### config.mk
export PLATFORM = sky130hd
export DESIGN_NAME = rv_decoder_top
export DESIGN_NICKNAME = d
export VERILOG_FILES = /design/src/decode_ctrl_pkg.sv /design/src/rv_isa_pkg.sv /design/src/decode_stage_if.sv /design/src/field_split.sv /design/src/imm_build.sv /design/src/op_classify.sv /design/src/rv_decoder_top.sv
export VERILOG_INCLUDE_DIRS = /design/src /design/src/include
export SDC_FILE = /design/constraint.sdc
export NUM_CORES = 1
export LEC_CHECK = 0
export ABC_CLOCK_PERIOD_IN_PS = 10500
export BUFFER_PORTS_ARGS = -buffer_cell sky130_fd_sc_hd__buf_2
export CORE_ASPECT_RATIO = 1.4
export CORE_MARGIN = 5
export CORE_UTILIZATION = 56
export DETAILED_ROUTE_END_ITERATION = 12
export PLACE_DENSITY = 0.8
export SLEW_MARGIN = 20
export SYNTH_ARGS = -nofsm -noshare
export SYNTH_HDL_FRONTEND = slang
export SYNTH_HIERARCHICAL = 1
export SYNTH_SLANG_ARGS = --single-unit
export TNS_END_PERCENT = 20
### constraint.sdc
create_clock -name clk -period 10.5 [get_ports clk]
set_input_delay 2.625 -clock clk [delete_from_list [all_inputs] [get_ports clk]]
set_output_delay 2.625 -clock clk [all_outputs]
set_load 0.01 [all_outputs]
### src/include/rv_decoder_defines.svh
// Width macros for the RV64I decoder, included by the packages, interfaces and stages
`ifndef RV_DECODER_DEFINES_SVH
`define RV_DECODER_DEFINES_SVH

// Datapath width, used for pc and immediate
`define XLEN 64

// Instruction word
`define ILEN 32

// Register index into x0..x31
`define REG_ADDR_W 5

// RV64 shifts use six bits
`define SHAMT_W 6

// Instruction type code, reference numbering
`define INSTR_TYPE_W 8

`endif

### src/decode_ctrl_pkg.sv
// Decoder result types (instruction type codes and memory access sizes) seen at the outputs
`include "rv_decoder_defines.svh"

package decode_ctrl_pkg;

    // Numbering follows the existing core so downstream tables stay valid
    typedef enum logic [`INSTR_TYPE_W-1:0] {
        ADD     = 8'd0,
        SUB     = 8'd1,
        XOR     = 8'd2,
        OR      = 8'd3,
        AND     = 8'd4,
        SLL     = 8'd5,
        SRL     = 8'd6,
        SRA     = 8'd7,
        SLT     = 8'd8,
        SLTU    = 8'd9,
        ADDI    = 8'd18,
        XORI    = 8'd19,
        ORI     = 8'd20,
        ANDI    = 8'd21,
        SLLI    = 8'd22,
        SRLI    = 8'd23,
        SRAI    = 8'd24,
        SLTI    = 8'd25,
        SLTIU   = 8'd26,
        SB      = 8'd43,
        SH      = 8'd44,
        SW      = 8'd45,
        SD      = 8'd46,
        BEQ     = 8'd47,
        BNE     = 8'd48,
        BLT     = 8'd49,
        BGE     = 8'd50,
        BLTU    = 8'd51,
        BGEU    = 8'd52,
        JAL     = 8'd53,
        JALR    = 8'd54,
        LUI     = 8'd55,
        AUIPC   = 8'd56,
        LB      = 8'd59,
        LH      = 8'd60,
        LW      = 8'd61,
        LBU     = 8'd62,
        LHU     = 8'd63,
        LWU     = 8'd64,
        LD      = 8'd65,
        INVALID = 8'd255
    } instr_type_e;

    // Access size codes as the memory stage expects them
    typedef enum logic [2:0] {
        SIZE_NONE   = 3'd0,
        SIZE_BYTE   = 3'd1,
        SIZE_HALF   = 3'd2,
        SIZE_WORD   = 3'd4,
        SIZE_DOUBLE = 3'd7  // Not a byte count, kept for compatibility
    } access_size_e;

endpackage

### src/rv_isa_pkg.sv
// RV64I encoding types (major opcodes, formats, funct fields) shared by the decoder stages
package rv_isa_pkg;

    // Major opcodes, bits 6:0 of the word
    typedef enum logic [6:0] {
        OP     = 7'b0110011,  // Register-register ALU
        OP_IMM = 7'b0010011,  // Register-immediate ALU
        LOAD   = 7'b0000011,
        STORE  = 7'b0100011,
        BRANCH = 7'b1100011,
        JAL    = 7'b1101111,
        JALR   = 7'b1100111,
        LUI    = 7'b0110111,
        AUIPC  = 7'b0010111
    } opcode_e;

    // Encoding format, picks the immediate layout and used register fields
    typedef enum logic [2:0] {
        FMT_R   = 3'd0,
        FMT_I   = 3'd1,
        FMT_S   = 3'd2,
        FMT_B   = 3'd3,
        FMT_U   = 3'd4,
        FMT_J   = 3'd5,
        FMT_BAD = 3'd6   // Opcode not in the kept set
    } format_e;

    // ALU funct3, common to OP and OP_IMM
    typedef enum logic [2:0] {
        F3_ADD  = 3'b000,
        F3_SLL  = 3'b001,
        F3_SLT  = 3'b010,
        F3_SLTU = 3'b011,
        F3_XOR  = 3'b100,
        F3_SR   = 3'b101,  // SRL or SRA by funct7
        F3_OR   = 3'b110,
        F3_AND  = 3'b111
    } alu_f3_e;

    // funct7 for OP
    localparam logic [6:0] FUNCT7_BASE = 7'b0000000;
    localparam logic [6:0] FUNCT7_ALT  = 7'b0100000;  // SUB, SRA

    // Bits 31:26 of an immediate shift, bit 25 belongs to shamt
    localparam logic [5:0] SHIFT_HI_BASE = 6'b000000;
    localparam logic [5:0] SHIFT_HI_ALT  = 6'b010000;

endpackage
### src/decode_stage_if.sv
// Stage-to-stage buses of the decoder pipeline, driven through source and read through sink
`timescale 1ns/100ps
`include "rv_decoder_defines.svh"

// Stage 1 to stage 2
interface split_if;
    logic                valid;   // Qualifies the rest for one cycle
    logic [`XLEN-1:0]    pc;
    logic [`ILEN-1:0]    instr;
    rv_isa_pkg::format_e format;

    modport source (output valid, pc, instr, format);
    modport sink   (input valid, pc, instr, format);
endinterface

// Stage 2 to stage 3, adds the built immediate and shift amount
interface imm_if;
    logic                valid;
    logic [`XLEN-1:0]    pc;
    logic [`ILEN-1:0]    instr;
    rv_isa_pkg::format_e format;
    logic [`XLEN-1:0]    imm;     // Already sign-extended
    logic [`SHAMT_W-1:0] shamt;

    modport source (output valid, pc, instr, format, imm, shamt);
    modport sink   (input valid, pc, instr, format, imm, shamt);
endinterface

### src/field_split.sv
// Decoder stage 1, samples an enabled nonzero instruction and tags it with its encoding format
`timescale 1ns/100ps
`include "rv_decoder_defines.svh"

module field_split (
    input  logic             clk,
    input  logic             reset,
    input  logic             decode_enable,
    input  logic [`ILEN-1:0] instruction,
    input  logic [`XLEN-1:0] pc,
    split_if.source          out
);

    logic                accept;
    rv_isa_pkg::format_e format_next;

    // All-zero word means nothing to decode
    assign accept = decode_enable && (instruction != '0);

    always_comb begin
        case (rv_isa_pkg::opcode_e'(instruction[6:0]))
            rv_isa_pkg::OP:     format_next = rv_isa_pkg::FMT_R;
            rv_isa_pkg::OP_IMM,
            rv_isa_pkg::LOAD,
            rv_isa_pkg::JALR:   format_next = rv_isa_pkg::FMT_I;
            rv_isa_pkg::STORE:  format_next = rv_isa_pkg::FMT_S;
            rv_isa_pkg::BRANCH: format_next = rv_isa_pkg::FMT_B;
            rv_isa_pkg::LUI,
            rv_isa_pkg::AUIPC:  format_next = rv_isa_pkg::FMT_U;
            rv_isa_pkg::JAL:    format_next = rv_isa_pkg::FMT_J;
            default:            format_next = rv_isa_pkg::FMT_BAD;
        endcase
    end

    always_ff @(posedge clk) begin
        if (reset) begin
            out.valid <= 1'b0;
        end else begin
            out.valid <= accept;
        end
    end

    // Payload only moves on an accepted word
    always_ff @(posedge clk) begin
        if (accept) begin
            out.pc     <= pc;
            out.instr  <= instruction;
            out.format <= format_next;
        end
    end

endmodule

### src/imm_build.sv
// Decoder stage 2, builds the sign-extended immediate for the word's format and the shift amount
`timescale 1ns/100ps
`include "rv_decoder_defines.svh"

module imm_build (
    input  logic    clk,
    input  logic    reset,
    split_if.sink   in,
    imm_if.source   out
);

    logic [`ILEN-1:0]    w;
    logic [`XLEN-1:0]    imm_next;
    logic [`SHAMT_W-1:0] shamt_next;
    logic                is_shift_imm;

    assign w = in.instr;

    always_comb begin
        case (in.format)
            rv_isa_pkg::FMT_I: imm_next = {{(`XLEN-12){w[31]}}, w[31:20]};
            rv_isa_pkg::FMT_S: imm_next = {{(`XLEN-12){w[31]}}, w[31:25], w[11:7]};
            rv_isa_pkg::FMT_B: imm_next = {{(`XLEN-12){w[31]}}, w[7], w[30:25], w[11:8], 1'b0};
            rv_isa_pkg::FMT_U: imm_next = {{(`XLEN-32){w[31]}}, w[31:12], 12'b0};
            rv_isa_pkg::FMT_J: imm_next = {{(`XLEN-20){w[31]}}, w[19:12], w[20], w[30:21], 1'b0};
            default:           imm_next = '0;  // R and unknown carry no immediate
        endcase
    end

    // SLLI, SRLI, SRAI
    assign is_shift_imm = (w[6:0] == rv_isa_pkg::OP_IMM) &&
                          ((w[14:12] == rv_isa_pkg::F3_SLL) || (w[14:12] == rv_isa_pkg::F3_SR));
    assign shamt_next   = is_shift_imm ? w[20 +: `SHAMT_W] : '0;

    always_ff @(posedge clk) begin
        if (reset) begin
            out.valid <= 1'b0;
        end else begin
            out.valid <= in.valid;
        end
    end

    always_ff @(posedge clk) begin
        if (in.valid) begin
            out.pc     <= in.pc;
            out.instr  <= in.instr;
            out.format <= in.format;
            out.imm    <= imm_next;
            out.shamt  <= shamt_next;
        end
    end

endmodule

### src/op_classify.sv
// Decoder stage 3, selects the instruction type and memory controls and registers all results
`timescale 1ns/100ps
`include "rv_decoder_defines.svh"

module op_classify (
    input  logic                          clk,
    input  logic                          reset,
    imm_if.sink                           in,
    output rv_isa_pkg::opcode_e           opcode,
    output logic [`REG_ADDR_W-1:0]        rd,
    output logic [`REG_ADDR_W-1:0]        rs1,
    output logic [`REG_ADDR_W-1:0]        rs2,
    output logic [`XLEN-1:0]              imm,
    output logic [`SHAMT_W-1:0]           shamt,
    output decode_ctrl_pkg::instr_type_e  instruction_type,
    output decode_ctrl_pkg::access_size_e data_size,
    output logic                          mem_read,
    output logic                          mem_write,
    output logic                          decode_complete,
    output logic [`XLEN-1:0]              pc_out
);

    rv_isa_pkg::opcode_e           opc;
    rv_isa_pkg::alu_f3_e           alu_f3;
    logic [2:0]                    funct3;
    logic [6:0]                    funct7;
    decode_ctrl_pkg::instr_type_e  type_next;
    decode_ctrl_pkg::access_size_e size_next;
    logic [`REG_ADDR_W-1:0]        rd_next;
    logic [`REG_ADDR_W-1:0]        rs1_next;
    logic [`REG_ADDR_W-1:0]        rs2_next;
    logic                          known;

    assign opc    = rv_isa_pkg::opcode_e'(in.instr[6:0]);
    assign funct3 = in.instr[14:12];
    assign alu_f3 = rv_isa_pkg::alu_f3_e'(funct3);
    assign funct7 = in.instr[31:25];
    assign known  = (type_next != decode_ctrl_pkg::INVALID);

    always_comb begin
        type_next = decode_ctrl_pkg::INVALID;  // Anything not matched below
        case (opc)
            rv_isa_pkg::OP: begin
                if (funct7 == rv_isa_pkg::FUNCT7_BASE) begin
                    case (alu_f3)
                        rv_isa_pkg::F3_ADD:  type_next = decode_ctrl_pkg::ADD;
                        rv_isa_pkg::F3_SLL:  type_next = decode_ctrl_pkg::SLL;
                        rv_isa_pkg::F3_SLT:  type_next = decode_ctrl_pkg::SLT;
                        rv_isa_pkg::F3_SLTU: type_next = decode_ctrl_pkg::SLTU;
                        rv_isa_pkg::F3_XOR:  type_next = decode_ctrl_pkg::XOR;
                        rv_isa_pkg::F3_SR:   type_next = decode_ctrl_pkg::SRL;
                        rv_isa_pkg::F3_OR:   type_next = decode_ctrl_pkg::OR;
                        rv_isa_pkg::F3_AND:  type_next = decode_ctrl_pkg::AND;
                    endcase
                end else if (funct7 == rv_isa_pkg::FUNCT7_ALT) begin
                    if (alu_f3 == rv_isa_pkg::F3_ADD) begin
                        type_next = decode_ctrl_pkg::SUB;
                    end else if (alu_f3 == rv_isa_pkg::F3_SR) begin
                        type_next = decode_ctrl_pkg::SRA;
                    end
                end
            end
            rv_isa_pkg::OP_IMM: begin
                case (alu_f3)
                    rv_isa_pkg::F3_ADD:  type_next = decode_ctrl_pkg::ADDI;
                    rv_isa_pkg::F3_SLL:  type_next = decode_ctrl_pkg::SLLI;
                    rv_isa_pkg::F3_SLT:  type_next = decode_ctrl_pkg::SLTI;
                    rv_isa_pkg::F3_SLTU: type_next = decode_ctrl_pkg::SLTIU;
                    rv_isa_pkg::F3_XOR:  type_next = decode_ctrl_pkg::XORI;
                    rv_isa_pkg::F3_OR:   type_next = decode_ctrl_pkg::ORI;
                    rv_isa_pkg::F3_AND:  type_next = decode_ctrl_pkg::ANDI;
                    rv_isa_pkg::F3_SR: begin
                        if (in.instr[31:26] == rv_isa_pkg::SHIFT_HI_BASE) begin
                            type_next = decode_ctrl_pkg::SRLI;
                        end else if (in.instr[31:26] == rv_isa_pkg::SHIFT_HI_ALT) begin
                            type_next = decode_ctrl_pkg::SRAI;
                        end
                    end
                endcase
            end
            rv_isa_pkg::LOAD: begin
                case (funct3)
                    3'b000:  type_next = decode_ctrl_pkg::LB;
                    3'b001:  type_next = decode_ctrl_pkg::LH;
                    3'b010:  type_next = decode_ctrl_pkg::LW;
                    3'b011:  type_next = decode_ctrl_pkg::LD;
                    3'b100:  type_next = decode_ctrl_pkg::LBU;
                    3'b101:  type_next = decode_ctrl_pkg::LHU;
                    3'b110:  type_next = decode_ctrl_pkg::LWU;
                    default: type_next = decode_ctrl_pkg::INVALID;
                endcase
            end
            rv_isa_pkg::STORE: begin
                case (funct3)
                    3'b000:  type_next = decode_ctrl_pkg::SB;
                    3'b001:  type_next = decode_ctrl_pkg::SH;
                    3'b010:  type_next = decode_ctrl_pkg::SW;
                    3'b011:  type_next = decode_ctrl_pkg::SD;
                    default: type_next = decode_ctrl_pkg::INVALID;
                endcase
            end
            rv_isa_pkg::BRANCH: begin
                case (funct3)
                    3'b000:  type_next = decode_ctrl_pkg::BEQ;
                    3'b001:  type_next = decode_ctrl_pkg::BNE;
                    3'b100:  type_next = decode_ctrl_pkg::BLT;
                    3'b101:  type_next = decode_ctrl_pkg::BGE;
                    3'b110:  type_next = decode_ctrl_pkg::BLTU;
                    3'b111:  type_next = decode_ctrl_pkg::BGEU;
                    default: type_next = decode_ctrl_pkg::INVALID;
                endcase
            end
            rv_isa_pkg::JAL:   type_next = decode_ctrl_pkg::JAL;
            rv_isa_pkg::JALR:  type_next = decode_ctrl_pkg::JALR;  // funct3 not checked
            rv_isa_pkg::LUI:   type_next = decode_ctrl_pkg::LUI;
            rv_isa_pkg::AUIPC: type_next = decode_ctrl_pkg::AUIPC;
            default:           type_next = decode_ctrl_pkg::INVALID;
        endcase
    end

    // Size follows the type, so invalid loads and stores get none
    always_comb begin
        case (type_next)
            decode_ctrl_pkg::LB, decode_ctrl_pkg::LBU, decode_ctrl_pkg::SB:
                size_next = decode_ctrl_pkg::SIZE_BYTE;
            decode_ctrl_pkg::LH, decode_ctrl_pkg::LHU, decode_ctrl_pkg::SH:
                size_next = decode_ctrl_pkg::SIZE_HALF;
            decode_ctrl_pkg::LW, decode_ctrl_pkg::LWU, decode_ctrl_pkg::SW:
                size_next = decode_ctrl_pkg::SIZE_WORD;
            decode_ctrl_pkg::LD, decode_ctrl_pkg::SD:
                size_next = decode_ctrl_pkg::SIZE_DOUBLE;
            default:
                size_next = decode_ctrl_pkg::SIZE_NONE;
        endcase
    end

    // Register fields a format does not use read as zero
    always_comb begin
        rd_next  = in.instr[11:7];
        rs1_next = in.instr[19:15];
        rs2_next = '0;
        case (in.format)
            rv_isa_pkg::FMT_R: rs2_next = in.instr[24:20];
            rv_isa_pkg::FMT_S,
            rv_isa_pkg::FMT_B: begin
                rd_next  = '0;
                rs2_next = in.instr[24:20];
            end
            rv_isa_pkg::FMT_U,
            rv_isa_pkg::FMT_J: rs1_next = '0;
            default: ;
        endcase
    end

    always_ff @(posedge clk) begin
        if (reset) begin
            decode_complete  <= 1'b0;
            opcode           <= rv_isa_pkg::opcode_e'('0);
            rd               <= '0;
            rs1              <= '0;
            rs2              <= '0;
            imm              <= '0;
            shamt            <= '0;
            instruction_type <= decode_ctrl_pkg::instr_type_e'('0);
            data_size        <= decode_ctrl_pkg::SIZE_NONE;
            mem_read         <= 1'b0;
            mem_write        <= 1'b0;
            pc_out           <= '0;
        end else begin
            decode_complete <= in.valid;  // One pulse per decoded word
            if (in.valid) begin
                opcode           <= opc;
                rd               <= rd_next;
                rs1              <= rs1_next;
                rs2              <= rs2_next;
                imm              <= in.imm;
                shamt            <= in.shamt;
                instruction_type <= type_next;
                data_size        <= size_next;
                mem_read         <= (opc == rv_isa_pkg::LOAD) && known;
                mem_write        <= (opc == rv_isa_pkg::STORE) && known;
                pc_out           <= in.pc;
            end
        end
    end

endmodule

### src/rv_decoder_top.sv
// Top of the three-stage RV64I decoder, fixed three-edge latency and one word per cycle
`timescale 1ns/100ps
`include "rv_decoder_defines.svh"

module rv_decoder_top (
    input  logic                          clk,
    input  logic                          reset,
    input  logic                          decode_enable,
    input  logic [`ILEN-1:0]              instruction,
    input  logic [`XLEN-1:0]              pc_current,
    output rv_isa_pkg::opcode_e           opcode,
    output logic [`REG_ADDR_W-1:0]        rd,
    output logic [`REG_ADDR_W-1:0]        rs1,
    output logic [`REG_ADDR_W-1:0]        rs2,
    output logic [`XLEN-1:0]              imm,
    output logic [`SHAMT_W-1:0]           shamt,
    output decode_ctrl_pkg::instr_type_e  instruction_type,
    output decode_ctrl_pkg::access_size_e data_size,
    output logic                          mem_read,
    output logic                          mem_write,
    output logic                          decode_complete,
    output logic [`XLEN-1:0]              pc_out
);

    split_if split_bus ();
    imm_if   imm_bus ();

    field_split split_i (
        .clk           (clk),
        .reset         (reset),
        .decode_enable (decode_enable),
        .instruction   (instruction),
        .pc            (pc_current),
        .out           (split_bus.source)
    );

    imm_build imm_i (
        .clk   (clk),
        .reset (reset),
        .in    (split_bus.sink),
        .out   (imm_bus.source)
    );

    op_classify class_i (
        .clk              (clk),
        .reset            (reset),
        .in               (imm_bus.sink),
        .opcode           (opcode),
        .rd               (rd),
        .rs1              (rs1),
        .rs2              (rs2),
        .imm              (imm),
        .shamt            (shamt),
        .instruction_type (instruction_type),
        .data_size        (data_size),
        .mem_read         (mem_read),
        .mem_write        (mem_write),
        .decode_complete  (decode_complete),
        .pc_out           (pc_out)
    );

endmodule

==> run_results.csv <==
group,metric,value,unit
sta,hold_viol_final,0,
yosys,ys.flop_type,"sky130_fd_sc_hd__edfxtp_1",
clocking,h-tree-depth,2,
sta,maxSlewViolCount,0,
worst_hold_path,hold-path-cell-count,0,
global_routing,wire_length_of_the_first_global_routing_pass,49.2,mm
yosys,synthAdderAreaFrac,0.0670,%
clocking,clkLatencyLatePin,540,ps
yosys,simple_gate_fraction_of_synth_area,10.4,%
drt,final_antenna_net_count,0,
sta,worstMarginPinSlew,1050,ps
setup_path,critical_path.slowest_cell,"sky130_fd_sc_hd__nor4_1",
clocking,clock_sinks,408,
setup_path,critPathKind,"input pin to flop",
clocking,clockRootBuffer,"sky130_fd_sc_hd__clkbuf_16",
clocking,clockBufferDepth,3,
finish,layout.cells.non_filler,1656,
yosys,synth_top_family_by_area,"simple AND/OR/NAND/NOR gates",
die,floorplan.die.height,203,um
yosys,synthMuxAreaShare,9.66,%
setup_path,worst_r2r_endpoint,"class_i/data_size[0]",
yosys,avgSynthCellArea,13.9,um^2
die,i_o_pin_count,269,
finish,final_cell_mix,"267 x sky130_fd_sc_hd__buf_2, 236 x sky130_fd_sc_hd__edfxtp_1, 176 x sky130_fd_sc_hd__nor2_1",
setup_path,r2r-start,"imm_i/out.instr[6]",
drt,detailroute.via_count,8909,
clocking,cts.repair_timing.setup_buffer_count,0,
yosys,synth-xor-area-share,0.0586,%
worst_hold_path,path_category_of_the_worst_min_delay_check,"flop to flop",
run_status,run_status,"complete, no violations",
global_routing,via_count_of_the_first_global_routing_pass,8893,
global_routing,grt_remaining_overflow,0,
job,drv_cap,0,
sta,slew_headroom,29.9,%
setup_path,critical_path_required,10680,ps
setup_path,critPathArrivalTime,4800,ps
yosys,async_reset_ff_share,0,%
finish,layout_commonest_cell,"sky130_fd_sc_hd__buf_2",
sta,totalNegativeSetupSlack,0,ps
sta,worst_slack,5880,ps
drt,drcViolationCount,0,
yosys,synth_warnings,6,
setup_path,critPathMaxFanout,65,
yosys,synth_area_leader_cell,"sky130_fd_sc_hd__edfxtp_1",
clocking,ctsResizeCount,0,
placed_design,dp_cells,1586,
global_routing,grt_max_degree,142,
global_routing,initial_antenna_violation_count,0,
yosys,synth.top_cell.area_share,47.4,%
setup_path,setup.worst_path.start_class,"input pin",
placed_design,portBuffers,268,
finish,ant_cells,0,
drt,vias_per_cell,5.38,
sta,final.period_utilization,44.0,%
sta,clock.fmax,217,MHz
placed_design,dp_worst_slack,5250,ps
clocking,cts_hold_buffers,0,
die,die_area,30100,um^2
yosys,synth.distinct_cells,77,
setup_path,worst_path_most_repeated_cell,"sky130_fd_sc_hd__buf_4",
yosys,synthesis.area,14900,um^2
drt,detail_route.iter0.violations,432,
power,p_per_area,196,nW/um^2
yosys,synth.area.top_cells,"sky130_fd_sc_hd__edfxtp_1 47%, sky130_fd_sc_hd__dfxtp_1 23%, sky130_fd_sc_hd__mux2i_1 9.6%",
yosys,synth.ff_latch_count,408,
worst_hold_path,hold_path.startpoint,"split_i/out.pc[9]",
finish,layout-drive-gt1-share,27.6,%
setup_path,critical_path.cell_chain,"buf_2 > nor4_1 > buf_4 > and4_1 > a21boi_4 > buf_4 > buf_4",
die,chipWidth,148,um
setup_path,critical_path.max_stage_delay,570,ps
global_routing,global_route.usage.total,20.8,%
die,num_rows,70,
sta,clock_skew,19.2,ps
placed_design,dp_hpwl,21.6,mm
drt,drt-total-wl,31.7,mm
yosys,synth-compound-area-share,5.73,%
yosys,synthesis.nets,1174,
power,leakage,6.90,nW
sta,final-setup-viol-count,0,
die,initial_standard_cell_utilization_of_the_core,57.0,%
setup_path,setup.worst_path.end_class,"flop",
sta,rsz_0062_raised_after_global_routing,"no",
drt,route.detailed.wl_per_inst,19.2,um
worst_hold_path,min_delay_worst_endpoint,"imm_i/out.pc[9]",
power,ir_drop,153,uV
clocking,tritoncts.num_buffers,38,
finish,finalCoreUtilization,66.9,%
die,fp.coreArea,26200,um^2
yosys,count_of_flip_flops_with_a_built_in_enable_after_synthesis,236,
drt,drtPass1Iterations,5,
yosys,post_synth_inst_count,1075,
clocking,clk_pin_slew,60,ps
clocking,cts_tree,"done",
sta,timing.final.crit_period,4620,ps
setup_path,worstRegToRegCells,8,
setup_path,slack_of_the_worst_reg_to_reg_path,7600,ps
finish,area.growth.synth_to_final,17.2,%
placed_design,gpl.final_weighted_congestion,0.851,
yosys,synth_sequential_area_ratio,70.5,%
finish,final_nets,1401,
==> cell usage after synthesis (3+ instances only) <==
cell	instances
sky130_fd_sc_hd__a211oi_1	12
sky130_fd_sc_hd__a211oi_2	3
sky130_fd_sc_hd__a21o_1	21
sky130_fd_sc_hd__a21oi_1	28
sky130_fd_sc_hd__a22o_1	4
sky130_fd_sc_hd__a31oi_1	4
sky130_fd_sc_hd__and2_1	10
sky130_fd_sc_hd__buf_1	13
sky130_fd_sc_hd__buf_2	6
sky130_fd_sc_hd__buf_4	36
sky130_fd_sc_hd__buf_6	5
sky130_fd_sc_hd__clkbuf_1	27
sky130_fd_sc_hd__dfxtp_1	172
sky130_fd_sc_hd__edfxtp_1	236
sky130_fd_sc_hd__inv_1	7
sky130_fd_sc_hd__mux2i_1	143
sky130_fd_sc_hd__nand2_1	24
sky130_fd_sc_hd__nand2b_1	18
sky130_fd_sc_hd__nand3_1	16
sky130_fd_sc_hd__nor2_1	176
sky130_fd_sc_hd__nor2b_1	15
sky130_fd_sc_hd__nor3_1	13
sky130_fd_sc_hd__nor4_1	7
sky130_fd_sc_hd__nor4_2	4
sky130_fd_sc_hd__o211ai_1	6
sky130_fd_sc_hd__o21ai_0	4
sky130_fd_sc_hd__o21ai_1	4
sky130_fd_sc_hd__o22ai_1	4
==> layout make-up <==
class                   instances  area, um^2
fillers                      1891        8680
multi-input cells             571        3880
clock inverters                14         140
repair buffers                274        1410
inverters                       9        33.8
clock buffers                  56        1110
well taps                     324         405
flip-flops and latches        408       10500
==> worst max-delay path, delay by kind of cell <==
kind | cells | cell delay [ps]
buf+inv | 4 | 1090
simple gates | 2 | 920
compound gates | 1 | 80
==> worst max-delay path by stage <==
stage | slack [ps] | endpoint | from
after floorplan | 2380 | split_i/out.format[0] | instruction[15]
after global placement | 5300 | split_i/out.instr[15] | instruction[4]
after detailed placement | 5250 | split_i/out.pc[42] | instruction[4]
after CTS | 5810 | split_i/out.pc[46] | instruction[4]
after global routing | 5820 | split_i/out.pc[42] | instruction[4]
final | 5880 | split_i/out.pc[42] | instruction[4]
==> registers in the layout, summed over array words and instances, names as in the netlist, 3 cells and up <==
name                      count
class_i/shamt                 6
class_i/rd                    5
class_i/rs1                   5
class_i/imm                  64
imm_i/out.pc                 64
imm_i/out.shamt               6
imm_i/out.imm                32
class_i/pc_out               64
class_i/data_size             3
split_i/out.pc               64
imm_i/out.format              3
split_i/out.instr            32
class_i/instruction_type      8
class_i/opcode                7
imm_i/out.instr              32
split_i/out.format            3
class_i/rs2                   5
==> where the power goes <==
group,leakage [nW],internal (mW),switching (mW)
logic,2.66,0.0835,0.112
registers,3.63,1.80,0.0673
clock network,0.612,0.791,0.570
==> layer usage <==
layer	track usage, %	vias up	wire length (um)
met1	25.4	4222	12400
met2	35.5	307	15900
met4	8.32	0	1140
met3	5.13	72	2240
met5	0	-	0
li1	-	4308	-
==> kinds of logic after synthesis <==
group,count (synthesis)
DFF,408
and+or+nand+nor,310
muxes,144
AOI/OAI and AO/OA,115
buffers and inverters,96
xor gates and xnor gates,1
adders and majority gates,1
==> metrics by stage <==
stage | total power [mW] | area (um^2) | hold slack (ps)
2_1_floorplan | 2.02 | 14900 | 400
3_3_place_gp | 2.09 | 16300 | 401
3_5_place_dp | 2.10 | 16300 | 405
4_1_cts | 3.46 | 17500 | 411
5_1_grt | 3.56 | 17500 | 419
6_report | 3.43 | 17500 | 412
(Power assumes the default switching activity.)
